<file path="src/design/soc_bus_pkg.sv">
// ------------------------------
// Bus widths and types
// ------------------------------
package soc_bus_pkg;

  // Wishbone classic data path
  localparam int unsigned AddrWidth = 32;
  localparam int unsigned DataWidth = 32;
  localparam int unsigned SelWidth  = DataWidth / 8;

  typedef logic [AddrWidth-1:0] addr_t;
  typedef logic [DataWidth-1:0] data_t;
  typedef logic [SelWidth-1:0]  sel_t;

  // Slaves behind the fabric
  localparam int unsigned NrSlaves = 3;

  typedef logic [1:0] slave_idx_t;

endpackage

</file>
<file path="src/design/soc_map_pkg.sv">
// ------------------------------
// Address map and constants
// ------------------------------
package soc_map_pkg;

  // Slave indices on the fabric
  localparam soc_bus_pkg::slave_idx_t RomIdx  = 2'd0;
  localparam soc_bus_pkg::slave_idx_t SramIdx = 2'd1;
  localparam soc_bus_pkg::slave_idx_t CtrlIdx = 2'd2;

  // Address ranges
  localparam soc_bus_pkg::addr_t RomBase    = 32'h0001_0000;
  localparam soc_bus_pkg::addr_t RomLength  = 32'h0000_1000;
  localparam soc_bus_pkg::addr_t SramBase   = 32'h8000_0000;
  localparam soc_bus_pkg::addr_t SramLength = 32'h0000_1000;
  localparam soc_bus_pkg::addr_t CtrlBase   = 32'h0200_0000;
  localparam soc_bus_pkg::addr_t CtrlLength = 32'h0000_1000;

  // Boot image, small spin loop at the reset vector
  localparam int unsigned RomWords = 16;
  localparam soc_bus_pkg::data_t RomContent [RomWords] = '{
    32'h0000_0297, 32'h0202_82b3, 32'h0002_8067, 32'h1050_0073,
    32'hffdf_f06f, 32'h0000_0013, 32'h0000_0013, 32'h0000_0013,
    32'hdead_beef, 32'hcafe_f00d, 32'h1234_5678, 32'h8765_4321,
    32'h0f0f_0f0f, 32'hf0f0_f0f0, 32'h0000_0001, 32'h8000_0000
  };

  localparam int unsigned SramWords = 1024;

  // Register word offsets in the control block
  localparam int unsigned RegExit    = 0;
  localparam int unsigned RegDbgCtrl = 1;
  localparam int unsigned RegStatus  = 2;

  // Debug request hold-off after reset
  localparam int unsigned DbgHoldCycles = 20;

endpackage

</file>
<file path="src/design/ctrl_regs.sv">
// ------------------------------
// Control register block
// ------------------------------
module ctrl_regs (
  input  logic               clk_i,
  input  logic               rst_ni,
  input  logic               stb_i,
  input  logic               we_i,
  input  soc_bus_pkg::addr_t adr_i,
  input  soc_bus_pkg::data_t wdata_i,
  output logic               ack_o,
  output logic               err_o,
  output soc_bus_pkg::data_t rdata_o,
  input  logic               hold_done_i,
  output soc_bus_pkg::data_t exit_o,
  output logic               dbg_en_o,
  output logic               ndm_req_o
);
  import soc_bus_pkg::*;
  import soc_map_pkg::*;

  logic [$clog2(CtrlLength)-3:0] reg_off;
  logic                          accept;
  logic                          wr_ok;
  logic                          wr_bad;
  data_t                         exit_q;

  assign reg_off = adr_i[$clog2(CtrlLength)-1:2];
  assign accept  = stb_i & ~(ack_o | err_o);
  // Writable offsets are EXIT and DBG_CTRL only
  assign wr_ok   = (reg_off == RegExit) || (reg_off == RegDbgCtrl);
  assign wr_bad  = accept & we_i & ~wr_ok;

  always_ff @(posedge clk_i or negedge rst_ni) begin
    if (!rst_ni) begin
      ack_o     <= 1'b0;
      err_o     <= 1'b0;
      exit_q    <= '0;
      dbg_en_o  <= 1'b1;
      ndm_req_o <= 1'b0;
    end else begin
      ack_o <= accept & ~wr_bad;
      err_o <= wr_bad;
      if (accept && we_i && reg_off == RegExit) begin
        exit_q <= wdata_i;
      end
      if (accept && we_i && reg_off == RegDbgCtrl) begin
        dbg_en_o  <= wdata_i[0];
        ndm_req_o <= wdata_i[1];
      end
    end
  end

  // ------------------------------
  // Read back
  // ------------------------------
  always_ff @(posedge clk_i) begin
    if (accept && !we_i) begin
      case (reg_off)
        RegExit:    rdata_o <= exit_q;
        RegDbgCtrl: rdata_o <= {{(DataWidth-2){1'b0}}, ndm_req_o, dbg_en_o};
        RegStatus:  rdata_o <= {{(DataWidth-1){1'b0}}, hold_done_i};
        default:    rdata_o <= '0;
      endcase
    end
  end

  assign exit_o = exit_q;

endmodule

</file>
<file path="config.mk">
export PLATFORM = sky130hd
export DESIGN_NAME = ctrl_regs
export DESIGN_NICKNAME = d
export VERILOG_FILES = /design/src/design/soc_bus_pkg.sv /design/src/design/soc_map_pkg.sv /design/src/design/ctrl_regs.sv
export SDC_FILE = /design/constraint.sdc
export NUM_CORES = 1
export LEC_CHECK = 0
export BUFFER_PORTS_ARGS = -buffer_cell sky130_fd_sc_hd__buf_2
export CAP_MARGIN = 10
export CORE_ASPECT_RATIO = 0.75
export CORE_MARGIN = 8
export CORE_UTILIZATION = 35
export CTS_BUF_LIST = sky130_fd_sc_hd__clkbuf_4
export DETAILED_ROUTE_END_ITERATION = 7
export GPL_TIMING_DRIVEN = 0
export PLACE_DENSITY = 0.65
export SLEW_MARGIN = 20
export SYNTH_ARGS = -nofsm -noshare
export SYNTH_HDL_FRONTEND = slang
export SYNTH_SLANG_ARGS = --single-unit
</file>
<file path="constraint.sdc">
create_clock -name clk_i -period 5.97 [get_ports clk_i]
set_clock_uncertainty 0.2 [all_clocks]
set_input_delay 0.597 -clock clk_i [delete_from_list [all_inputs] [get_ports clk_i]]
set_output_delay 0.597 -clock clk_i [all_outputs]
set_load 0.01 [all_outputs]
</file>
==> metrics <==
worst-case clock buffer depth 2; first-pass GRT wire length roughly 9700 um; Cell variety after synth 24; Initial Util between 30% and 40%; RSZ-0062 raised after global routing no; number of H-tree levels 3; vias in the first global route between 1500 and 2000; Hold-fix buffers, CTS 0; syn_area_per_cell 16.5 um2; final net count 353; drt pass-1 iters 4; clock sinks about 70; Die W 116 um; clock share of power approximately a third; CP Capture Type flip-flop; Post-Synthesis Cells 158; #FFs+latches synth 68; Final Max Tran Viols 0; buffer count from post-CTS setup fixing 0; hpwl dp 4660 um; post_cts resized 0; Setup TNS 0 ps; layout cell share with drive strength beyond 1 roughly half; core occupancy in the finished layout between 40% and 50%; kind of cell adding the most delay to the critical path simple AND/OR/NAND/NOR gates; height of the die 90.8 um; Mapped Area ~2600 um2; WP data arrival ~2400 ps; WL per Instance between 15 and 20 um; startpoint class of the critical path input port; site row count 27; status finished, final reports clean; Worst IR Drop VDD 0.000140 V; pre-CTS WS 3190 ps; Logic pwr share just under 6%; Vias/cell roughly 4.5; final wirelength a little over 6000 um; CTS tree done; Placement Cell Area between 3000 and 4000 um2; CP Max Fanout 10; MaxCap Viol Count 0; # setup viols final 0; Detailed Route Iter0 Violations between 70 and 80; DRC errors left 0; CP Cell Sequence buf_2 -> or4_1 -> nor4_4 -> buf_4 -> mux2_1; crit-path max cell delay between 600 and 700 ps; P_int 0.000651 W; register share of total power 60.1%; CTS buffer count 9; cell leakage power about 1.8 nW; initial antenna violation count 0; Setup WS post-layout approximately 3600 ps; Reg area 1860 um2; Worst Tran Pin Value between 800 and 900 ps; post-synth net total around 230; largest net degree at the start of global routing 37; GRT overflow 0; fillcell total 710; DRT antenna net count 0; simple-gate area share of the yosys netlist 11.3%; post-synthesis sequential area ratio a little under three quarters; Yosys warnings 0; clock root cell clkbuf_4; Crit-path slowest cell or4_1; pwr/cell area approximately 240 nW/um2; worst hold path type in2async; WP data required 6060 ps; Compound-Gate Fraction of Synth Area less than 1%; CP Buf/Inv Count 2; Final Cycle Share 39.3%; Area Growth Syn to Fin 33.0%; Antenna Cells 0; die area approximately 11000 um2; latest clock arrival within the worst-skew pair 400 ps; PortBufs 114; I/O pin cnt roughly 140; Slew HR a little over two fifths; total track usage between 10% and 20%; Synth Area in Adders 0%; Max Fclk 426 MHz; post-synthesis mux area share approximately 15%; P_sw ~0.00019 W; Final Hold Viols 0; main combinational cell family by area after synthesis multiplexers; clock edge transition at the registers on the reported setup and hold paths approximately 110 ps; via count 1737; Routability Congestion ~0.74; Setup CP Type in2reg; Switching Share around 22%; min cycle time layout roughly 2300 ps; core footprint 7300 um2; XOR/XNOR Fraction of Synth Area 0%; fin area 3480 um2; multi-input combinational cell area roughly 700 um2; Pwr Total about 0.00084 W
cell families after synthesis:
| group | after synthesis |
|---|---|
| compound gates | 2 |
| simple gates | 45 |
| buf+inv | 7 |
| flops | 68 |
| mux | 36 |
cell usage after synthesis (all sizes together):
master / instances / area [um2]
a21oi: 1 / 5.00
nor3: 2 / 10.0
o22a: 1 / 8.76
nand2: 1 / 3.75
nand2b: 1 / 6.26
dfrtp: 35 / 876
nor2: 3 / 11.3
and2: 30 / 188
mux2i: 2 / 20.0
nand4bb: 1 / 11.3
or3: 1 / 6.26
clkbuf: 3 / 11.3
mux2: 34 / 383
or4: 2 / 18.8
inv: 1 / 3.75
or2: 1 / 6.26
dfstp: 1 / 26.3
nor4: 2 / 27.5
edfxtp: 32 / 961
buf: 3 / 22.5
nor2b: 1 / 6.26
metrics by stage:
| stage | hold WS, ps | std cells |
|---|---|---|
| global placement | 280 | 373 |
| global route | 125 | 390 |
| CTS | 90.2 | 390 |
| floorplan | 101 | 158 |
| finish | 93.5 | 390 |
| detailed placement | 289 | 374 |
registers in the layout, indices dropped and copies added (netlist names):
register / cells
ack_o: 1
dbg_en_o: 1
rdata_o: 32
ndm_req_o: 1
err_o: 1
exit_o: 32
layout make-up:
| cell class | count | share of cell area, % |
|---|---|---|
| buffer | 6 | 0.972 |
| multi-input combinational | 83 | 20.7 |
| timing repair buffer | 115 | 17.2 |
| tap | 101 | 3.64 |
| clock buffer | 10 | 2.16 |
| sequential | 68 | 53.6 |
| clock inverter | 6 | 1.62 |
| inverter | 1 | 0.108 |
routing by layer:
| metal | routed length, um | GRT usage, % | part of all wire, % |
|---|---|---|---|
| met1 | 2460 | 13.2 | 40 |
| met2 | 3040 | 19.8 | 49 |
| met3 | 659 | 7.01 | 11 |
| met4 | 47 | 2.91 | 0.76 |
| met5 | 0 | 0 | 0 |
path summary, 6_finish.rpt:
kind | startpoint | to | cells past startpoint | slack, ps
worst max-delay path | adr_i[7] | exit_o[5]$_DFFE_PN0P_ | 5 | 3620
worst min-delay path | rst_ni | exit_o[2]$_DFFE_PN0P_ | 1 | 90
worst max register to register | ack_o$_DFF_PN0_ | exit_o[5]$_DFFE_PN0P_ | 4 | 3940
worst min register to register | exit_o[28]$_DFFE_PN0P_ | exit_o[28]$_DFFE_PN0P_ | 1 | 300
max in group asynchronous | rst_ni | exit_o[25]$_DFFE_PN0P_ | 1 | 4950
min in group clk_i | wdata_i[12] | exit_o[12]$_DFFE_PN0P_ | 2 | 200
cell usage in the layout, fill, tap and decap left out, drive strengths merged:
cell type and instances:
a21oi 1, and2 30, buf 118, bufinv 1
clkbuf 13, clkinv 4, clkinvlp 1, dfrtp 35
dfstp 1, edfxtp 32, inv 1, mux2 34
mux2i 2, nand2 1, nand2b 1, nand4bb 1
nor2 3, nor2b 1, nor3 2, nor4 2
o22a 1, or2 1, or3 1, or4 2
power by group through the flow:
stage	registers, W	clock network (W)	logic (W)
after floorplan	0.000519	0	0.00000915
after global placement	0.000513	0	0.0000474
after detailed placement	0.000513	0	0.0000515
after CTS	0.000503	0.000300	0.0000516
after global routing	0.000504	0.000318	0.0000550
final	0.000503	0.000285	0.0000497
(Power assumes the default switching activity.)
