### src/design/soc_bus_pkg.sv
// ------------------------------
// Bus widths and types
// ------------------------------
package soc_bus_pkg;

  // Wishbone classic data path
  localparam int unsigned AddrWidth = 32;
  localparam int unsigned DataWidth = 32;
  localparam int unsigned SelWidth  = DataWidth / 8;

  typedef logic [AddrWidth-1:0] addr_t;
  typedef logic [DataWidth-1:0] data_t;
  typedef logic [SelWidth-1:0]  sel_t;

  // Slaves behind the fabric
  localparam int unsigned NrSlaves = 3;

  typedef logic [1:0] slave_idx_t;

endpackage

### src/design/soc_map_pkg.sv
// ------------------------------
// Address map and constants
// ------------------------------
package soc_map_pkg;

  // Slave indices on the fabric
  localparam soc_bus_pkg::slave_idx_t RomIdx  = 2'd0;
  localparam soc_bus_pkg::slave_idx_t SramIdx = 2'd1;
  localparam soc_bus_pkg::slave_idx_t CtrlIdx = 2'd2;

  // Address ranges
  localparam soc_bus_pkg::addr_t RomBase    = 32'h0001_0000;
  localparam soc_bus_pkg::addr_t RomLength  = 32'h0000_1000;
  localparam soc_bus_pkg::addr_t SramBase   = 32'h8000_0000;
  localparam soc_bus_pkg::addr_t SramLength = 32'h0000_1000;
  localparam soc_bus_pkg::addr_t CtrlBase   = 32'h0200_0000;
  localparam soc_bus_pkg::addr_t CtrlLength = 32'h0000_1000;

  // Boot image, small spin loop at the reset vector
  localparam int unsigned RomWords = 16;
  localparam soc_bus_pkg::data_t RomContent [RomWords] = '{
    32'h0000_0297, 32'h0202_82b3, 32'h0002_8067, 32'h1050_0073,
    32'hffdf_f06f, 32'h0000_0013, 32'h0000_0013, 32'h0000_0013,
    32'hdead_beef, 32'hcafe_f00d, 32'h1234_5678, 32'h8765_4321,
    32'h0f0f_0f0f, 32'hf0f0_f0f0, 32'h0000_0001, 32'h8000_0000
  };

  localparam int unsigned SramWords = 1024;

  // Register word offsets in the control block
  localparam int unsigned RegExit    = 0;
  localparam int unsigned RegDbgCtrl = 1;
  localparam int unsigned RegStatus  = 2;

  // Debug request hold-off after reset
  localparam int unsigned DbgHoldCycles = 20;

endpackage

### src/design/addr_decode.sv
// ------------------------------
// Wishbone address decoder
// ------------------------------
module addr_decode (
  input  logic                                         clk_i,
  input  logic                                         rst_ni,
  input  logic                                         wb_cyc_i,
  input  logic                                         wb_stb_i,
  input  soc_bus_pkg::addr_t                           wb_adr_i,
  output soc_bus_pkg::data_t                           wb_dat_o,
  output logic                                         wb_ack_o,
  output logic                                         wb_err_o,
  output logic [soc_bus_pkg::NrSlaves-1:0]             slv_stb_o,
  input  logic [soc_bus_pkg::NrSlaves-1:0]             slv_ack_i,
  input  logic [soc_bus_pkg::NrSlaves-1:0]             slv_err_i,
  input  soc_bus_pkg::data_t [soc_bus_pkg::NrSlaves-1:0] slv_rdata_i
);
  import soc_bus_pkg::*;
  import soc_map_pkg::*;

  logic                req;
  logic [NrSlaves-1:0] hit;
  logic                any_hit;
  logic                miss;
  logic                err_q;
  slave_idx_t          sel_idx;

  assign req = wb_cyc_i & wb_stb_i;

  // Range compare per slave
  assign hit[RomIdx]  = (wb_adr_i >= RomBase) && (wb_adr_i < RomBase + RomLength);
  assign hit[SramIdx] = (wb_adr_i >= SramBase) && (wb_adr_i < SramBase + SramLength);
  assign hit[CtrlIdx] = (wb_adr_i >= CtrlBase) && (wb_adr_i < CtrlBase + CtrlLength);

  assign any_hit   = |hit;
  assign miss      = req & ~any_hit;
  assign slv_stb_o = hit & {NrSlaves{req}};

  always_comb begin
    sel_idx = RomIdx;
    for (int i = 0; i < NrSlaves; i++) begin
      if (hit[i]) begin
        sel_idx = slave_idx_t'(i);
      end
    end
  end

  // Error for unmapped addresses, one pulse per request
  always_ff @(posedge clk_i or negedge rst_ni) begin
    if (!rst_ni) begin
      err_q <= 1'b0;
    end else begin
      err_q <= miss & ~err_q;
    end
  end

  // ------------------------------
  // Response mux
  // ------------------------------
  assign wb_ack_o = any_hit & slv_ack_i[sel_idx];
  assign wb_err_o = err_q | (any_hit & slv_err_i[sel_idx]);
  // Read data only travels with an ack
  assign wb_dat_o = wb_ack_o ? slv_rdata_i[sel_idx] : '0;

  a_stb_onehot : assert property (@(posedge clk_i) disable iff (!rst_ni)
    $onehot0(slv_stb_o))
    else $error("more than one slave strobed");

  a_ack_err_excl : assert property (@(posedge clk_i) disable iff (!rst_ni)
    !(wb_ack_o && wb_err_o))
    else $error("ack and err high together");

endmodule

### config.mk
export PLATFORM = sky130hd
export DESIGN_NAME = addr_decode
export DESIGN_NICKNAME = d
export VERILOG_FILES = /design/src/design/soc_bus_pkg.sv /design/src/design/soc_map_pkg.sv /design/src/design/addr_decode.sv
export SDC_FILE = /design/constraint.sdc
export NUM_CORES = 1
export LEC_CHECK = 0
export BUFFER_PORTS_ARGS = -buffer_cell sky130_fd_sc_hd__buf_2
export CAP_MARGIN = 20
export CORE_AREA = 2 2 68 70
export CTS_CLUSTER_DIAMETER = 80
export CTS_CLUSTER_SIZE = 30
export DETAILED_ROUTE_END_ITERATION = 10
export DIE_AREA = 0 0 70 72
export MAX_ROUTING_LAYER = met4
export PLACE_DENSITY_LB_ADDON = 0.1
export SETUP_SLACK_MARGIN = 0.1
export SLEW_MARGIN = 15
export SYNTH_ARGS = -nofsm -noshare
export SYNTH_HDL_FRONTEND = slang
export SYNTH_SLANG_ARGS = --single-unit
export TNS_END_PERCENT = 5
### constraint.sdc
create_clock -name clk_i -period 5.55 [get_ports clk_i]
set_input_delay 0.8325 -clock clk_i [delete_from_list [all_inputs] [get_ports clk_i]]
set_output_delay 0.8325 -clock clk_i [all_outputs]
set_load 0.01 [all_outputs]
==> metrics.md <==
| Metric | Value |
|---|---|
| Pre-antenna DRT Iters | `4` |
| Clock Latency Late Sink | `0 ps` |
| Postcts setup bufs | `0` |
| #FFs+latches synth | `1` |
| Global-route wire length before repair | `~9000 microns` |
| Final Setup Violations | `0` |
| Final net count | `about 480` |
| Gr usage total | `approximately a fifth` |
| Reg with most FFs | `err_q` |
| Max-Cap Viols | `0` |
| Initial core utilization | `between 30% and 40%` |
| Final non-filler cell area | `around 2200 sq um` |
| Ports | `between 150 and 200` |
| Port Buffer Count | `about 160` |
| Max reg flops | `1` |
| Fmax | `about 0.24 GHz` |
| Final ANT Viol Nets | `0` |
| Initial antenna violation count | `0` |
| Final hold vios | `0` |
| Number of synthesis warnings | `0` |
| Most common cell after layout, fill and taps aside | `buf_2` |
| Async SR Flop Fraction | `100%` |
| Die Y-Extent | `72 microns` |
| Die X | `70 microns` |
| Core Box Area | `4260 sq um` |
| Post-synth EDFFs | `0` |
| Area of the die | `about 5000 sq um` |
| Crit path from | `wb_adr_i[27]` |
| Final min period | `between 4000 and 5000 ps` |
| Post-CTS Hold Buffers | `0` |
| Vias in the first global route | `between 2000 and 2500` |
| Crit path required time | `between 4000 and 5000 ps` |
| Remaining Overflow, GRT | `0` |
| Worst VDD drop | `approximately 23 uV` |
| Leak pwr | `0.973 nW` |
| Synth Net Count | `336` |
| Post-DR vias/cell | `between 5 and 6` |
| Cells after Synth | `between 150 and 200` |
| Top Registers | `err_q: 1 flops` |
| Setup TNS | `0 ps` |
| Min Hold Slack | `approximately 440 ps` |
| Clock transition at path regs | `0 ps` |
| WL final | `between 5000 and 6000 microns` |
| Cell Area, Placed | `2160 sq um` |
| Post-DP HPWL | `between 4000 and 5000 microns` |
| Post-synthesis sequential area ratio | `1.83%` |
| # diodes | `0` |
| Maximum net fanout on the critical path | `49` |
| Routability Congestion | `around 0.8` |
| Synth cell types | `36` |
| Worst-Margin Slew | `873 ps` |
| Pwr Total | `between 0.08 and 0.09 mW` |
| Vias after detailed routing | `approximately 2100` |
| Status | `finished clean` |
| Post-Synthesis Cell Area | `about 1400 sq um` |
| Post-route DRC | `0` |
| Worst R2R End | `err_q` |
| Placement row count | `24` |
| Post-synth top flop | `dfrtp_1` |
| Critical path endpoint | `wb_dat_o[2]` |
| Share of cells above drive strength 1 | `between 50% and 60%` |
| Largest net degree at the start of global routing | `50` |
| CP endpoint kind | `output port` |
| Most frequent cells in the layout | `buf_2, a211oi_1, inv_1, o21ai_0, or3_1` |
| Slew margin rel. | `about two fifths` |
| R2R setup slack | `4910 ps` |
| Part of the cycle the worst path needs | `roughly 74%` |
| Pwr dens | `between 30 and 40 nW/um^2` |
| P&R area growth vs syn | `58.3%` |
| Resized Gates After CTS | `0` |
| Reg2reg start | `err_q` |
| RSZ-0062 raised after global routing | `false` |
| CP Data Arrival Time | `roughly 3300 ps` |
| Fin. max-slew vios | `0` |
| Element type at the critical path start | `primary input` |
| Crit Path Category | `in2out` |
| Routed len/inst | `14.2 microns` |
| Worst reg-to-reg path cell count | `1` |
| Initial DRC Count | `97` |
| Clock skew | `0 ps` |
| Worst Hold Class | `reg2reg` |
| Mean Syn Cell Area | `a little under 7 sq um` |
-- where the power goes --
| group | switching, mW | total [mW] | leakage (nW) | internal [mW] |
|---|---|---|---|---|
| Clock | 0 | 0 | 0 | 0 |
| Combinational | 0.0358 | 0.0784 | 0.960 | 0.0426 |
| Sequential | 0.000225 | 0.00805 | 0.0131 | 0.00782 |
-- how the worst min path moves through the flow --
| stage | from | slack, ps | cells after the start | to |
|---|---|---|---|---|
| after floorplan | err_q | 410 | 1 | err_q |
| after global placement | err_q | 440 | 1 | err_q |
| after detailed placement | err_q | 450 | 1 | err_q |
| after CTS | err_q | 450 | 1 | err_q |
| after global routing | err_q | 470 | 1 | err_q |
| final | err_q | 440 | 1 | err_q |
-- Yosys cell counts, types with 2 or more instances --
| library cell | number | area share, % |
|---|---|---|
| a211oi_1 | 32 | 18 |
| or3_1 | 18 | 8.2 |
| nor4_4 | 2 | 3.1 |
| o21ai_0 | 18 | 6.6 |
| a21oi_1 | 2 | 0.73 |
| nor2_1 | 6 | 1.6 |
| nor4_1 | 17 | 7.8 |
| and3b_1 | 2 | 1.3 |
| a2111oi_2 | 12 | 13 |
| buf_2 | 7 | 2.6 |
| nand2_1 | 4 | 1.1 |
| nand3_1 | 3 | 1.1 |
| clkbuf_1 | 15 | 4.1 |
| nor3_1 | 3 | 1.1 |
| inv_1 | 18 | 4.9 |
| a2111oi_0 | 3 | 1.9 |
| a22oi_1 | 17 | 9.3 |
-- cell type report --
class | count | area, sq um
flip-flops and latches | 1 | 25.0
well taps | 52 | 65.1
repair buffers | 166 | 841
fillers | 455 | 2100
multi-input cells | 154 | 1170
inverters | 18 | 67.6
-- per-layer routing --
layer / vias to the layer above / global-route usage [%] / share of wire [%]
li1: 1087 / - / -
met1: 953 / 24.6 / 40
met2: 104 / 40.8 / 51
met3: 4 / 1.94 / 7.9
met4: 0 / 1.71 / 0.83
met5: - / - / 0
-- critical path: stages --
cell	delay, ps
buf_2	100
nor4_1	420
nand3_2	750
nor3_4	850
a211oi_1	130
buf_2	180
-- per-stage QoR --
step	util [%]	instances	setup WS (ps)
floorplan	-	198	2380
global placement	50.8	391	1400
detailed placement	50.8	391	1430
CTS	50.8	391	1420
global route	50.8	391	1180
finish	50.8	391	1450
-- cells by family (layout without fill, tap and decap cells) --
kind of cell,after synthesis,count (layout),share of synthesized area [%]
AND/OR/NAND/NOR,64,64,31.0
flip-flops,1,1,1.83
XOR/XNOR,1,1,0.641
AO/OA/AOI/OAI,89,89,53.2
buffers and inverters,43,184,13.3
Power figures use the tool's default switching activity.
