===== config.mk =====
export PLATFORM = sky130hd
export DESIGN_NAME = boot_rom
export DESIGN_NICKNAME = d
export VERILOG_FILES = /design/src/design/soc_bus_pkg.sv /design/src/design/soc_map_pkg.sv /design/src/design/boot_rom.sv
export SDC_FILE = /design/constraint.sdc
export NUM_CORES = 1
export LEC_CHECK = 0
export ABC_CLOCK_PERIOD_IN_PS = 4500
export BUFFER_PORTS_ARGS = -buffer_cell sky130_fd_sc_hd__buf_4
export CAP_MARGIN = 0
export CORE_UTILIZATION = 46
export CTS_BUF_LIST = sky130_fd_sc_hd__clkbuf_16
export CTS_CLUSTER_DIAMETER = 60
export DETAILED_ROUTE_END_ITERATION = 6
export HOLD_SLACK_MARGIN = 0.03
export PLACE_DENSITY = 0.79
export RECOVER_POWER = 100
export SETUP_SLACK_MARGIN = 0.05
export SYNTH_ARGS = -nofsm -noshare
export SYNTH_HDL_FRONTEND = slang
export SYNTH_SLANG_ARGS = --single-unit

===== constraint.sdc =====
create_clock -name clk_i -period 4.5 [get_ports clk_i]
set_input_delay 0.45 -clock clk_i [delete_from_list [all_inputs] [get_ports clk_i]]
set_output_delay 0.45 -clock clk_i [all_outputs]
set_load 0.02 [all_outputs]

===== src/design/soc_bus_pkg.sv =====
// ------------------------------
// Bus widths and types
// ------------------------------
package soc_bus_pkg;

  // Wishbone classic data path
  localparam int unsigned AddrWidth = 32;
  localparam int unsigned DataWidth = 32;
  localparam int unsigned SelWidth  = DataWidth / 8;

  typedef logic [AddrWidth-1:0] addr_t;
  typedef logic [DataWidth-1:0] data_t;
  typedef logic [SelWidth-1:0]  sel_t;

  // Slaves behind the fabric
  localparam int unsigned NrSlaves = 3;

  typedef logic [1:0] slave_idx_t;

endpackage


===== src/design/soc_map_pkg.sv =====
// ------------------------------
// Address map and constants
// ------------------------------
package soc_map_pkg;

  // Slave indices on the fabric
  localparam soc_bus_pkg::slave_idx_t RomIdx  = 2'd0;
  localparam soc_bus_pkg::slave_idx_t SramIdx = 2'd1;
  localparam soc_bus_pkg::slave_idx_t CtrlIdx = 2'd2;

  // Address ranges
  localparam soc_bus_pkg::addr_t RomBase    = 32'h0001_0000;
  localparam soc_bus_pkg::addr_t RomLength  = 32'h0000_1000;
  localparam soc_bus_pkg::addr_t SramBase   = 32'h8000_0000;
  localparam soc_bus_pkg::addr_t SramLength = 32'h0000_1000;
  localparam soc_bus_pkg::addr_t CtrlBase   = 32'h0200_0000;
  localparam soc_bus_pkg::addr_t CtrlLength = 32'h0000_1000;

  // Boot image, small spin loop at the reset vector
  localparam int unsigned RomWords = 16;
  localparam soc_bus_pkg::data_t RomContent [RomWords] = '{
    32'h0000_0297, 32'h0202_82b3, 32'h0002_8067, 32'h1050_0073,
    32'hffdf_f06f, 32'h0000_0013, 32'h0000_0013, 32'h0000_0013,
    32'hdead_beef, 32'hcafe_f00d, 32'h1234_5678, 32'h8765_4321,
    32'h0f0f_0f0f, 32'hf0f0_f0f0, 32'h0000_0001, 32'h8000_0000
  };

  localparam int unsigned SramWords = 1024;

  // Register word offsets in the control block
  localparam int unsigned RegExit    = 0;
  localparam int unsigned RegDbgCtrl = 1;
  localparam int unsigned RegStatus  = 2;

  // Debug request hold-off after reset
  localparam int unsigned DbgHoldCycles = 20;

endpackage


===== src/design/boot_rom.sv =====
// ------------------------------
// Boot ROM slave
// ------------------------------
module boot_rom (
  input  logic               clk_i,
  input  logic               rst_ni,
  input  logic               stb_i,
  input  logic               we_i,
  input  soc_bus_pkg::addr_t adr_i,
  output logic               ack_o,
  output logic               err_o,
  output soc_bus_pkg::data_t rdata_o
);
  import soc_map_pkg::*;

  logic busy;
  logic rd_en;

  // Response already out in this cycle
  assign busy  = ack_o | err_o;
  assign rd_en = stb_i & ~we_i & ~busy;

  always_ff @(posedge clk_i or negedge rst_ni) begin
    if (!rst_ni) begin
      ack_o <= 1'b0;
      err_o <= 1'b0;
    end else begin
      ack_o <= rd_en;
      // Writes are refused
      err_o <= stb_i & we_i & ~busy;
    end
  end

  always_ff @(posedge clk_i) begin
    if (rd_en) begin
      rdata_o <= RomContent[adr_i[$clog2(RomWords)+1:2]];
    end
  end

endmodule


==> results.py, run 1 <==
metrics = {
    "synthesis": {
        "yosys_warnings": 0,
        "syn_area_mm2": 0.00149,
        "syn_nets": 167,
        "synth_cell_types": 27,
        "ys_ff_latch": 30,
        "syn_area_per_cell_um2": 12.1,
        "yosysSeqAreaShare": 0.600,
        "syn-instance-count": 123,
    },
    "sta": {
        "finalHoldViolations": 0,
        "setup_viol": 0,
        "finalCriticalPeriod_ns": 2.16,
        "clock.fmax_mhz": 463,
        "clock_skew_ns": 0.00456,
        "maxSlewHeadroom": 0.0335,
        "finalMaxSlewViolations": 0,
        "finalCritPeriodShare": 0.480,
        "setup_tns_ns": 0,
        "whs_ns": 0.451,
        "worst_pin_slew_ns": 1.45,
        "grt_setup_unrepaired": "false",
    },
    "clock_network": {
        "cts_buffers": 5,
        "holdBufCountCts": 1,
        "htree_levels": 2,
        "cts_tree": "done",
        "cts_resized": 0,
        "clkSinkCount": 30,
        "insertion_delay_ns": 0.27,
        "post_cts_buffers": 0,
        "cts-root-buf": "clkbuf_16",
        "clk_path_buf_depth": 2,
        "cts.clk_slew.worst_paths_ns": 0.05,
    },
    "drt": {
        "drtAntennaViolNets": 0,
        "first_pass_iters": 4,
        "vias": 1070,
        "drt-total-wl_um": 2770,
        "routed_via_density": 5.17,
        "drc": 0,
        "drt_iter0_markers": 45,
        "avgRoutedWirePerCell_um": 13.4,
    },
    "min_path": {
        "hold_depth": 2,
        "hold_path.class": "input pin to flip-flop",
    },
    "worst_setup_path": {
        "r2r_cells": 2,
        "critPathLaunch": "err_o",
        "crit_path_end_kind": "flip-flop",
        "worstPathArrival_ns": 2.04,
        "path_delay_family": "buffers and inverters",
        "crit_slowest_cell": "clkbuf_1",
        "startpoint_type": "flip-flop",
        "path_cells": "nor4b_1 -> clkbuf_1",
        "endpoint": "rdata_o[3]",
        "slowest_delay_ns": 1.09,
        "crit_cells": 2,
        "critPathRequiredTime_ns": 4.38,
        "r2r-start": "err_o",
        "worst_r2r_endpoint": "rdata_o[3]",
        "worstPathMaxFanout": 29,
        "crit_buf_inv": 1,
        "worstSetupPathType": "flip-flop to flip-flop",
        "reg2reg_slack_ns": 2.34,
    },
    "finish": {
        "finish.net_count": 206,
        "num_antenna_cells": 0,
        "nFillCells": 283,
        "fin_area_mm2": 0.00175,
        "drive_gt1_frac": 0.0613,
        "synthToLayoutAreaGrowth_pct": 18.0,
    },
    "flow_run": {
        "maxCapViolations": 0,
    },
    "pwr": {
        "peakVddDrop_mv": 0.143,
        "p_per_area_mw_per_mm2": 408,
        "p_leak_nw": 0.661,
    },
    "die": {
        "core.rowCount": 20,
        "die_y_um": 58.8,
        "initial_core_util": 0.486,
        "dieArea_mm2": 0.00346,
        "io-pin-count": 70,
        "core-area_mm2": 0.00305,
        "die_w_um": 58.8,
    },
    "global_route": {
        "grt_pass1_wl_um": 4320,
        "grt-ovfl-total": 0,
        "antenna_found_initial": 0,
        "grt_usage": 0.178,
        "grt_max_degree": 30,
        "grt_pass1_vias": 972,
    },
    "placement": {
        "place_area_mm2": 0.00178,
        "place_congestion": 0.858,
        "io_buffers": 41,
        "dp_hpwl_um": 1860,
    },
    "run_status": {
        "status": "completed",
    },
}
## synth_stat cells
library cell / number / area (µm²)
buf_6: 3 / 33.8
dfrtp_1: 2 / 50.1
buf_2: 3 / 15.0
nand2b_1: 1 / 6.26
a31oi_1: 3 / 18.8
edfxtp_1: 28 / 841
mux2i_1: 1 / 10.0
nor4bb_1: 1 / 10.0
nand2_1: 9 / 33.8
or3_1: 1 / 6.26
o21ai_0: 10 / 50.1
nand2b_4: 2 / 27.5
nor4b_1: 1 / 8.76
nor2_1: 9 / 33.8
nor3_2: 1 / 10.0
inv_1: 8 / 30.0
and3_4: 1 / 11.3
ha_1: 8 / 100
buf_4: 5 / 37.5
a21o_1: 1 / 7.51
o31ai_1: 4 / 30.0
nor3_1: 6 / 30.0
a21oi_1: 10 / 50.1
a211oi_1: 1 / 7.51
nor2b_1: 1 / 6.26
o21a_1: 1 / 7.51
and2_1: 2 / 12.5
## area by class of cell
cell class,count,area [µm²],share of cell area
inverters,8,30.0,0.0171
flip-flops and latches,30,891,0.508
multi-input cells,74,458,0.261
repair buffers,43,183,0.104
well taps,44,55.1,0.0314
clock inverters,3,11.3,0.00642
clock buffers,5,125,0.0714
## sequential cells by signal, indices dropped and copies added, names as in the netlist
name,cells
rdata_o,28
ack_o,1
err_o,1
## placed cells by master, fill, tap and decap left out
cell and instances:
a211oi_1 1, nand2_1 9, ha_1 8, buf_4 4, nand2b_1 3, nor3_2 1
dfrtp_1 2, clkbuf_16 5, mux2i_1 1, nor3_1 6, o21ai_0 10, nor4bb_1 1
a21oi_1 10, a31oi_1 3, and3_1 1, edfxtp_1 28, a21o_1 1, inv_1 11
o31ai_1 4, dlygate4sd3_1 1, clkbuf_1 38, or3_1 1, nor2_1 9, nor2b_1 1
and2_0 2, o21a_1 1, nor4b_1 1
## power breakdown
part / switching (mW) / internal (mW)
clock: 0.103 / 0.197
sequential: 0.00389 / 0.325
combinational: 0.0607 / 0.0245
total: 0.168 / 0.547
## cells by family after synthesis
kind of cell	Yosys count	share of synthesized area
buffers and inverters	19	0.0783
adders and majority gates	8	0.0674
DFF	30	0.600
and+or+nand+nor	35	0.132
muxes	1	0.00674
AOI/OAI and AO/OA	30	0.115
## worst register-to-register path, stage by stage, from the launching register on
cell and delay, ns:
dfrtp_1 0.39, nor4b_1 0.28, clkbuf_1 1.09
## through the flow
stage / setup slack (ns) / utilization / cells / power, mW
after detailed placement: 2.72 / 0.582 / 198 / 0.433
after CTS: 3.00 / 0.630 / 207 / 0.732
after floorplan: 0.471 / - / 123 / 0.401
final: 2.34 / 0.574 / 207 / 0.715
after global routing: 2.19 / 0.574 / 207 / 0.741
after global placement: 2.73 / 0.582 / 198 / 0.430
## how the worst min path moves through the flow
stage | start | end | slack, ns
after floorplan | rst_ni | ack_o | 0.15
final | we_i | err_o | 0.45
after global routing | we_i | err_o | 0.45
after global placement | rst_ni | err_o | 0.23
after CTS | we_i | err_o | 0.45
after detailed placement | rst_ni | err_o | 0.23
## per-layer routing
metal | up-vias | routed length (µm) | GRT usage
met1 | 495 | 1030 | 0.194
li1 | 511 | - | -
met4 | 0 | 92 | 0.153
met2 | 55 | 1430 | 0.291
met5 | - | 0 | 0
met3 | 9 | 225 | 0.0418
(Power assumes the default switching activity.)
==> inputs of run 2 (changes only) <==
- ABC_CLOCK_PERIOD_IN_PS: 4500 -> 1900
- CORE_UTILIZATION: 46 -> 41
- PLACE_DENSITY: 0.79 -> 0.75
- clock period: 4.5 -> 1.9 ns (I/O delays scaled with it)
==> results.py, run 2 (same netlist as run 1, synthesis figures left out) <==
metrics = {
    "sta": {
        "setup_viol": 0,
        "maxSlewHeadroom": 0.770,
        "finalHoldViolations": 0,
        "worst_pin_slew_ns": 0.344,
        "clock_skew_ns": 0.00217,
        "finalCritPeriodShare": 0.754,
        "finalMaxSlewViolations": 0,
        "clock.fmax_mhz": 698,
        "finalCriticalPeriod_ns": 1.43,
        "grt_setup_unrepaired": "false",
    },
    "die": {
        "dieArea_mm2": 0.00387,
        "core-area_mm2": 0.00342,
        "die_w_um": 62.2,
        "die_y_um": 62.2,
        "io-pin-count": 70,
        "core.rowCount": 21,
        "initial_core_util": 0.435,
    },
    "global_route": {
        "grt-ovfl-total": 0,
        "grt_max_degree": 30,
        "antenna_found_initial": 0,
        "grt_usage": 0.162,
        "grt_pass1_wl_um": 4720,
        "grt_pass1_vias": 1004,
    },
    "pwr": {
        "p_int_mw": 1.30,
        "p_clk_frac": 0.421,
        "swShare": 0.235,
        "switchingPower_mw": 0.399,
        "p_seq_frac": 0.458,
        "p_leak_nw": 0.672,
        "peakVddDrop_mv": 0.335,
        "share_comb_of_total_power": 0.121,
        "p_per_area_mw_per_mm2": 958,
    },
    "clock_network": {
        "clkSinkCount": 30,
        "cts-root-buf": "clkbuf_16",
        "cts.clk_slew.worst_paths_ns": 0.05,
        "holdBufCountCts": 1,
        "cts_buffers": 5,
        "clk_path_buf_depth": 2,
        "cts_resized": 0,
        "insertion_delay_ns": 0.27,
        "cts_tree": "done",
        "post_cts_buffers": 0,
        "htree_levels": 2,
    },
    "finish": {
        "regMostFlops": "rdata_o",
        "final_common_cell": "clkbuf_1",
        "finish.net_count": 206,
        "drive_gt1_frac": 0.0982,
        "fin_area_mm2": 0.00177,
        "nFillCells": 332,
        "mostFrequentLayoutCells": "clkbuf_1 (35), edfxtp_1 (28), o21ai_0 (10), a21oi_1 (10)",
        "largest_reg_flops": 28,
        "synthToLayoutAreaGrowth_pct": 19.5,
        "final_util": 0.519,
        "num_antenna_cells": 0,
        "top_regs": "rdata_o (28), ack_o (1), err_o (1)",
    },
    "run_status": {
        "status": "completed",
    },
    "worst_setup_path": {
        "worstPathMaxFanout": 29,
        "worstSetupPathType": "flip-flop to flip-flop",
        "crit_path_end_kind": "flip-flop",
        "startpoint_type": "flip-flop",
        "critPathRequiredTime_ns": 1.83,
        "worstPathArrival_ns": 1.37,
    },
    "drt": {
        "avgRoutedWirePerCell_um": 13.5,
        "routed_via_density": 5.13,
        "drtAntennaViolNets": 0,
        "first_pass_iters": 4,
        "drc": 0,
        "vias": 1073,
        "drt-total-wl_um": 2830,
        "drt_iter0_markers": 34,
    },
    "min_path": {
        "hold_path.class": "input pin to flip-flop",
    },
    "flow_run": {
        "maxCapViolations": 0,
    },
    "placement": {
        "io_buffers": 41,
        "place_congestion": 0.844,
        "place_area_mm2": 0.00179,
        "dp_hpwl_um": 1900,
    },
}
## run 2: critical path, stage by stage, from the launching register on
cell	delay, ns
dfrtp_2	0.41
nor4b_1	0.29
buf_4	0.38
## run 2: layout make-up
class,instances,area [µm²],area share
clock inverters,3,12.5,0.00705
multi-input cells,74,463,0.261
flip-flops and latches,30,892,0.503
repair buffers,43,194,0.109
inverters,8,30.0,0.0169
well taps,46,57.6,0.0324
clock buffers,5,125,0.0705
## run 2: metrics by stage
| stage | total power, mW | instances | setup WS [ns] | TNS (ns) | hold WS, ns |
|---|---|---|---|---|---|
| 2_1_floorplan | 0.951 | 123 | -0.0523 | -1.46 | -0.106 |
| 3_3_place_gp | 1.02 | 200 | 0.371 | 0 | -0.0282 |
| 3_5_place_dp | 1.03 | 200 | 0.364 | 0 | -0.0251 |
| 4_1_cts | 1.74 | 209 | 0.485 | 0 | 0.214 |
| 5_1_grt | 1.77 | 209 | 0.358 | 0 | 0.198 |
| 6_report | 1.70 | 209 | 0.468 | 0 | 0.201 |
## run 2: metal layers
layer	share of wire	wire, µm	global-route usage	up-vias
li1	-	-	-	512
met1	0.39	1110	0.187	493
met2	0.49	1390	0.257	59
met3	0.081	229	0.0643	9
met4	0.034	97	0.0901	0
met5	0	0	0	-
## run 2: worst paths after layout
check | slack [ns] | end | cells after the start | startpoint
setup / recovery | 0.47 | rdata_o[11] | 2 | err_o
max in group asynchronous | 1.53 | err_o | 2 | rst_ni
setup reg to reg | 0.47 | rdata_o[11] | 2 | err_o
hold reg to reg | 0.47 | err_o | 1 | err_o
hold / removal | 0.20 | err_o | 2 | we_i
min in group asynchronous | 0.24 | ack_o | 2 | rst_ni
## run 2: power groups by stage
stage	registers (mW)	logic [mW]	clock network, mW
6_report	0.778	0.206	0.715
3_5_place_dp	0.792	0.237	0
3_3_place_gp	0.790	0.234	0
5_1_grt	0.781	0.228	0.763
2_1_floorplan	0.831	0.120	0
4_1_cts	0.781	0.241	0.719
