[src/design/soc_bus_pkg.sv]
// ------------------------------
// Bus widths and types
// ------------------------------
package soc_bus_pkg;

  // Wishbone classic data path
  localparam int unsigned AddrWidth = 32;
  localparam int unsigned DataWidth = 32;
  localparam int unsigned SelWidth  = DataWidth / 8;

  typedef logic [AddrWidth-1:0] addr_t;
  typedef logic [DataWidth-1:0] data_t;
  typedef logic [SelWidth-1:0]  sel_t;

  // Slaves behind the fabric
  localparam int unsigned NrSlaves = 3;

  typedef logic [1:0] slave_idx_t;

endpackage

[src/design/soc_map_pkg.sv]
// ------------------------------
// Address map and constants
// ------------------------------
package soc_map_pkg;

  // Slave indices on the fabric
  localparam soc_bus_pkg::slave_idx_t RomIdx  = 2'd0;
  localparam soc_bus_pkg::slave_idx_t SramIdx = 2'd1;
  localparam soc_bus_pkg::slave_idx_t CtrlIdx = 2'd2;

  // Address ranges
  localparam soc_bus_pkg::addr_t RomBase    = 32'h0001_0000;
  localparam soc_bus_pkg::addr_t RomLength  = 32'h0000_1000;
  localparam soc_bus_pkg::addr_t SramBase   = 32'h8000_0000;
  localparam soc_bus_pkg::addr_t SramLength = 32'h0000_1000;
  localparam soc_bus_pkg::addr_t CtrlBase   = 32'h0200_0000;
  localparam soc_bus_pkg::addr_t CtrlLength = 32'h0000_1000;

  // Boot image, small spin loop at the reset vector
  localparam int unsigned RomWords = 16;
  localparam soc_bus_pkg::data_t RomContent [RomWords] = '{
    32'h0000_0297, 32'h0202_82b3, 32'h0002_8067, 32'h1050_0073,
    32'hffdf_f06f, 32'h0000_0013, 32'h0000_0013, 32'h0000_0013,
    32'hdead_beef, 32'hcafe_f00d, 32'h1234_5678, 32'h8765_4321,
    32'h0f0f_0f0f, 32'hf0f0_f0f0, 32'h0000_0001, 32'h8000_0000
  };

  localparam int unsigned SramWords = 1024;

  // Register word offsets in the control block
  localparam int unsigned RegExit    = 0;
  localparam int unsigned RegDbgCtrl = 1;
  localparam int unsigned RegStatus  = 2;

  // Debug request hold-off after reset
  localparam int unsigned DbgHoldCycles = 20;

endpackage

[src/design/dbg_reset_ctrl.sv]
// ------------------------------
// Debug gate and core reset
// ------------------------------
module dbg_reset_ctrl (
  input  logic clk_i,
  input  logic rst_ni,
  input  logic dbg_req_i,
  input  logic dbg_en_i,
  input  logic ndm_req_i,
  output logic hold_done_o,
  output logic dbg_req_o,
  output logic core_rst_no
);
  import soc_map_pkg::*;

  logic [$clog2(DbgHoldCycles+1)-1:0] hold_cnt_q;
  logic [1:0]                         rst_sync_q;

  // Hold-off counter, reloaded on every reset
  always_ff @(posedge clk_i or negedge rst_ni) begin
    if (!rst_ni) begin
      hold_cnt_q <= DbgHoldCycles[$clog2(DbgHoldCycles+1)-1:0];
    end else if (hold_cnt_q != '0) begin
      hold_cnt_q <= hold_cnt_q - 1'b1;
    end
  end

  assign hold_done_o = (hold_cnt_q == '0);
  assign dbg_req_o   = dbg_req_i & dbg_en_i & hold_done_o;

  // ------------------------------
  // Core reset generator
  // ------------------------------
  always_ff @(posedge clk_i or negedge rst_ni) begin
    if (!rst_ni) begin
      rst_sync_q <= 2'b00;
    end else if (ndm_req_i) begin
      // Non-debug-module reset holds the core
      rst_sync_q <= 2'b00;
    end else begin
      rst_sync_q <= {rst_sync_q[0], 1'b1};
    end
  end

  assign core_rst_no = rst_sync_q[1];

  a_dbg_holdoff : assert property (@(posedge clk_i) disable iff (!rst_ni)
    $rose(rst_ni) |-> !dbg_req_o [*DbgHoldCycles])
    else $error("debug request passed during hold-off");

endmodule

[config.mk]
export PLATFORM = sky130hd
export DESIGN_NAME = dbg_reset_ctrl
export DESIGN_NICKNAME = d
export VERILOG_FILES = /design/src/design/soc_bus_pkg.sv /design/src/design/soc_map_pkg.sv /design/src/design/dbg_reset_ctrl.sv
export SDC_FILE = /design/constraint.sdc
export NUM_CORES = 1
export LEC_CHECK = 0
export BUFFER_PORTS_ARGS = -buffer_cell sky130_fd_sc_hd__buf_2
export CORE_AREA = 2 2 39 41
export CTS_BUF_LIST = sky130_fd_sc_hd__clkbuf_16
export CTS_CLUSTER_DIAMETER = 50
export DETAILED_ROUTE_END_ITERATION = 8
export DIE_AREA = 0 0 41 43
export HOLD_SLACK_MARGIN = 0.08
export PLACE_DENSITY = 0.5
export SETUP_SLACK_MARGIN = 0.1
export SLEW_MARGIN = 0
export SYNTH_ARGS = -nofsm -noshare
export SYNTH_HDL_FRONTEND = slang
export SYNTH_SLANG_ARGS = --single-unit
[constraint.sdc]
create_clock -name clk_i -period 1.1 [get_ports clk_i]
set_input_delay 0.055 -clock clk_i [delete_from_list [all_inputs] [get_ports clk_i]]
set_output_delay 0.055 -clock clk_i [all_outputs]
set_load 0.03 [all_outputs]
==> impl_metrics.ini, run 1 <==
[sta]
fmax_mhz = 703
tns_ns = -1.04
setup_viol = 6
setup_ws_ns = -0.322
fin_crit_ns = 1.42
rsz0062_at_grt = yes
worst_pin_slew_ns = 0.176
slew_violations = 0
fin_crit_sh_pct = 129
maxSlewHeadroom_pct = 88.2
fin_skew_ns = 0.000844
timing.hold.ws_ns = 0.187
hold_violations = 0

[global_route]
grt_pass1_wl_um = 1210
grt_max_degree = 8
grt_pass1_vias = 293
use_met3_pct = 3.66
grt_util_met2_pct = 18.4
antenna_found_initial = 0
use_met1_pct = 9.97
grt.overflow.total = 0
grt-busiest-layer = met2
grt_use_total_pct = 10.6

[clock_tree]
clock-sinks = 7
cts_buffers = 3
clockBufferDepth = 2
clkLatencyLatePin_ns = 0.23
cts_root_buf = clkbuf_16
clk_pin_slew_ns = 0.03
htreeDepth = 1
cts_tree = yes

[route]
drtAntennaViolNets = 0
vias = 272
wl_um = 716
drt_pass1_iterations = 4
drt_iter0_markers = 2
drc = 0
wl_per_cell_um = 10.7
post_drt_via_cell_ratio = 4.06

[die]
dieArea_sq_mm = 0.00176
rows = 14
initial_core_util_pct = 23.9
die_w_um = 41
die_h_um = 43
core_area_sq_mm = 0.00138
ioPinCount = 8

[cells_and_area]
layout-drive-gt1-share_pct = 64.7
antenna_cells = 0
final_cell_mix = buf_4, dfrtp_1, buf_2
area_growth_pct = 86.4
mostFrequentLayoutCell = buf_4
fin_nets = 59
post-route-util_pct = 44.5

[yosys]
syn_inst = 28
syn_area_per_cell_sq_um = 11.8
syn_nets = 35
netlist_area_sq_um = 330
synthDistinctLibCells = 16
yosysSeqAreaShare_pct = 53.8
synth_area_leaders = dfrtp_1, dfstp_2, ha_1
yosysTopAreaCell = dfrtp_1
synth_seq_cells = 7
synth_top_area_share_pct = 37.9
yosys_warnings = 0

[setup_path]
rr_worst_depth = 7
cp-start-kind = register
cp.depth = 6
cpPeakStageDelay_ns = 0.38
critPathTopFamily = simple AND/OR/NAND/NOR gates
slowest_stage = dfrtp_1
worst_ep_arrival_time_ns = 1.37
path_max_fanout = 2
critPathBufInv = 2
required_ns = 1.04
endpoint_kind = output port
crit_type = reg -> out
critical_path.cell_chain = inv_2, ha_4, nand2b_4, nor3_4, and3_4, buf_6

[outcome]
status = finished with violations
violations = setup timing

[place]
gp_congestion = 0.724
io_buffers = 7

[min_path]
hp-class = in -> async

[flow_run]
cap_violations = 0

[power_and_ir_drop]
leakagePower_nw = 0.303
powerDensity_mw_per_mm2 = 1470
peakVddDrop_v = 0.000859
==> logic make-up (layout without fill, tap and decap cells) <==
kind of cell | after synthesis | after routing | share of synthesized area [%]
simple gates | 8 | 8 | 18.6
xor+xnor | 1 | 1 | 2.65
mux | 2 | 2 | 6.44
compound gates | 3 | 3 | 5.30
fa+ha+maj | 2 | 2 | 7.57
buf+inv | 5 | 28 | 5.68
flops | 7 | 7 | 53.8
==> synth_stat cells <==
cell and count:
nand2b_4 1, o211ai_1 1, dfstp_2 2, mux2i_1 1
nor2b_1 1, nor3_1 1, nand3_1 2, xnor2_1 1
dfrtp_1 5, inv_1 5, mux2_2 1, nor3_4 1
o21ai_0 2, and3_1 1, ha_1 2, nor2_1 1
==> flip-flops by register name, summed over array words and instances (netlist names) <==
name,flops
hold_cnt_q,5
rst_sync_q,2
==> worst reg2reg max path: stages (launching register included) <==
cell	delay [ns]
dfrtp_1	0.38
inv_2	0.08
ha_4	0.15
nand2b_4	0.06
nor3_4	0.13
buf_4	0.15
buf_4	0.11
mux2i_1	0.16
==> through the flow <==
stage          power [W]  worst slack [ns]  std cells  area [sq um]
6_report        0.000906            -0.322         67           616
5_1_grt         0.000938            -0.379         67           616
4_1_cts         0.000913            -0.322         66           604
3_5_place_dp    0.000294            -0.149         58           473
3_3_place_gp    0.000293            -0.127         58           473
2_1_floorplan   0.000278            -0.358         28           365
==> final cells by class <==
type | count | area [sq um]
Fill cell | 129 | 768
Multi-Input combinational cell | 16 | 178
Clock buffer | 3 | 75.1
Clock inverter | 1 | 3.75
Timing Repair Buffer | 19 | 143
Sequential cell | 7 | 178
Inverter | 5 | 18.8
Tap cell | 16 | 20.0
==> layer usage <==
| layer | vias up | share of wire [%] |
|---|---|---|
| met3 | 2 | 6.0 |
| met1 | 125 | 37 |
| li1 | 137 | - |
| met2 | 8 | 55 |
| met4 | 0 | 2.0 |
| met5 | - | 0 |
==> power by group <==
part / internal [W] / switching (W)
clock: 0.000472 / 0.000134
sequential: 0.000263 / 0.000000666
combinational: 0.0000181 / 0.0000182
total: 0.000753 / 0.000152
==> path summary, 6_finish.rpt <==
kind	start	to	slack (ns)
worst max-delay path	hold_cnt_q[0]	dbg_req_o	-0.32
worst min-delay path	rst_ni	hold_cnt_q[0]	0.19
worst max register to register	hold_cnt_q[0]	hold_cnt_q[1]	-0.21
worst min register to register	rst_sync_q[0]	rst_sync_q[1]	0.47
max in group asynchronous	rst_ni	hold_cnt_q[2]	0.69
min in group clk_i	rst_sync_q[0]	rst_sync_q[1]	0.47
==> what timing repair did <==
action / CTS / global route
endpoints found under the setup margin: 7 / 7
setup buffers: 4 / 1
pin swaps: 2 / 1
resized for setup: 5 / 1
hold buffers: 2 / 0
hold endpoints to repair: 9 / 0
No activity file was read; power rests on OpenSTA's default activity.
==> run 2, diff against run 1 <==
--- a/config.mk
+++ b/config.mk
@@ -5,6 +5,7 @@
 export SDC_FILE = /design/constraint.sdc
 export NUM_CORES = 1
 export LEC_CHECK = 0
+export ABC_AREA = 1
 export BUFFER_PORTS_ARGS = -buffer_cell sky130_fd_sc_hd__buf_2
 export CORE_AREA = 2 2 39 41
 export CTS_BUF_LIST = sky130_fd_sc_hd__clkbuf_16
@@ -12,7 +13,7 @@
 export DETAILED_ROUTE_END_ITERATION = 8
 export DIE_AREA = 0 0 41 43
 export HOLD_SLACK_MARGIN = 0.08
-export PLACE_DENSITY = 0.5
+export PLACE_DENSITY = 0.53
 export SETUP_SLACK_MARGIN = 0.1
 export SLEW_MARGIN = 0
 export SYNTH_ARGS = -nofsm -noshare
==> impl_metrics.ini, run 2 <==
[power_and_ir_drop]
combPwrFrac_pct = 4.1
power_w = 0.000904
p_switching_w = 0.000151
seq_power_share_pct = 29.2
peakVddDrop_v = 0.00102
powerDensity_mw_per_mm2 = 1390
internal_power_w = 0.000752
leakagePower_nw = 0.333
p_clk_share_pct = 66.7
switching_share_pct = 16.7

[yosys]
yosysSeqAreaShare_pct = 47.3
synth_area_leaders = dfrtp_1, dfstp_2, inv_1
synth_top_area_share_pct = 33.3
synthDistinctLibCells = 13
syn_area_per_cell_sq_um = 8.73
synthTopCellsByCount = inv_1, dfrtp_1, nand2_1, nor2_1, nand3_1
synth_seq_cells = 7
syn_inst = 43
netlist_area_sq_um = 375
syn_nets = 50
yosysTopAreaCell = dfrtp_1
yosys_warnings = 0
synth.most_common_cell = inv_1
ys_async_sr_fraction_pct = 100
synth_edf_count = 0
synthFlopType = dfrtp_1

[route]
route.met2.wl_um = 316
vias = 338
wl_met1_um = 278
drt_iter0_markers = 1
drt_pass1_iterations = 4
drc = 0
wl_per_cell_um = 8.16
drtAntennaViolNets = 0
dr_wl_met3_um = 40
topRoutingLayerUsed = met4
post_drt_via_cell_ratio = 4.07
wl_um = 677

[global_route]
grt_pass1_wl_um = 1170
grt_pass1_vias = 303
grt_use_total_pct = 10.8
antenna_found_initial = 0
grt_max_degree = 8
grt.overflow.total = 0

[sta]
fmax_mhz = 778
fin_crit_sh_pct = 117
worst_pin_slew_ns = 0.150
setup_ws_ns = -0.185
hold_violations = 0
rsz0062_at_grt = yes
setup_viol = 7
tns_ns = -0.814
fin_skew_ns = 0.000714
slew_violations = 0
maxSlewHeadroom_pct = 90.0
fin_crit_ns = 1.28

[cells_and_area]
area_growth_pct = 72.7
largestRegisters = hold_cnt_q x5, rst_sync_q x2
multi_input_area_sq_um = 180
antenna_cells = 0
largest_reg_flops = 5
layout-drive-gt1-share_pct = 55.2
regArea_sq_um = 178
fin_nets = 75
mostFrequentLayoutCell = buf_4
regMostFlops = hold_cnt_q
final_cell_mix = buf_4, inv_1, nand2_1, dfrtp_1, buf_2
final.fill_count = 133

[die]
core_area_sq_mm = 0.00138
ioPinCount = 8
die_h_um = 43
die_w_um = 41
rows = 14
initial_core_util_pct = 27.1
dieArea_sq_mm = 0.00176

[clock_tree]
clockBufferDepth = 2
cts_tree = yes
cts_buffers = 3
htreeDepth = 1
clkLatencyLatePin_ns = 0.23
cts_root_buf = clkbuf_16
clk_pin_slew_ns = 0.03
clock-sinks = 7

[setup_path]
timing.reg2reg.setup_slack_ns = -0.14
path_max_fanout = 3
worst_ep_arrival_time_ns = 1.23
cp-start-kind = register
crit_type = reg -> out
endpoint_kind = output port
required_ns = 1.04

[min_path]
hp-class = in -> async

[place]
gp_congestion = 0.710
pre_cts_slack_ns = -0.0791
dp_hpwl_um = 530
io_buffers = 7

[flow_run]
cap_violations = 0

[outcome]
status = finished with violations
violations = setup timing
## run 2: layer usage
metal  GRT usage, %  vias to the layer above
li1               -                      175
met1           13.4                      148
met2           12.2                       10
met3           3.14                        5
met4           14.0                        0
met5              0                        -
## run 2: worst paths after layout
kind / start / endpoint / cells past startpoint
setup / recovery: hold_cnt_q[1] / dbg_req_o / 7
hold / removal: rst_ni / hold_cnt_q[0] / 2
setup reg to reg: hold_cnt_q[0] / hold_cnt_q[2] / 8
hold reg to reg: rst_sync_q[0] / rst_sync_q[1] / 2
max in group asynchronous: rst_ni / hold_cnt_q[4] / 2
min in group clk_i: rst_sync_q[0] / rst_sync_q[1] / 2
## run 2: power by group through the flow
stage	combinational, W	sequential (W)	clock (W)
final	0.0000370	0.000264	0.000603
after global routing	0.0000413	0.000264	0.000627
after CTS	0.0000377	0.000264	0.000620
after detailed placement	0.0000288	0.000267	0
after global placement	0.0000288	0.000267	0
after floorplan	0.00000929	0.000271	0
## run 2: what timing repair did
item / 4_1_cts / 5_1_grt
setup endpoints to repair: 7 / 7
setup buffers: 4 / 0
cloned: 0 / 0
pin swaps: 4 / 2
endpoints found under the hold margin: 9 / 0
gates resized for setup: 5 / 0
hold buffers: 2 / 0
## run 2: critical path, cell delays in order, from the launching register on
cell and delay [ns]:
dfrtp_1 0.37, inv_2 0.08, ha_4 0.13, inv_2 0.04, nor2_4 0.10, nand2_4 0.08
nor2_4 0.08, buf_6 0.13
## run 2: metrics by stage
stage                     utilization, %  instances  hold WS [ns]  cell area, sq um
after global placement              36.6         73        -0.107               507
final                               46.8         83         0.181               648
after CTS                           46.8         83         0.182               648
after global routing                46.8         83         0.210               648
after floorplan                        -         43        -0.241               399
after detailed placement            36.6         73        -0.108               507
## run 2: cell families after synthesis
kind of cell	after synthesis	synth area share (%)
compound gates	3	5.00
flops	7	47.3
fa+ha+maj	2	6.67
simple gates	21	31.0
buf+inv	10	10.0
## run 2: final cells by class
| type | instances | share of cell area, % |
|---|---|---|
| multi-input cells | 26 | 27.8 |
| flip-flops and latches | 7 | 27.4 |
| repair buffers | 20 | 23.2 |
| clock buffers | 3 | 11.6 |
| inverters | 10 | 6.37 |
| well taps | 16 | 3.09 |
| clock inverters | 1 | 0.579 |
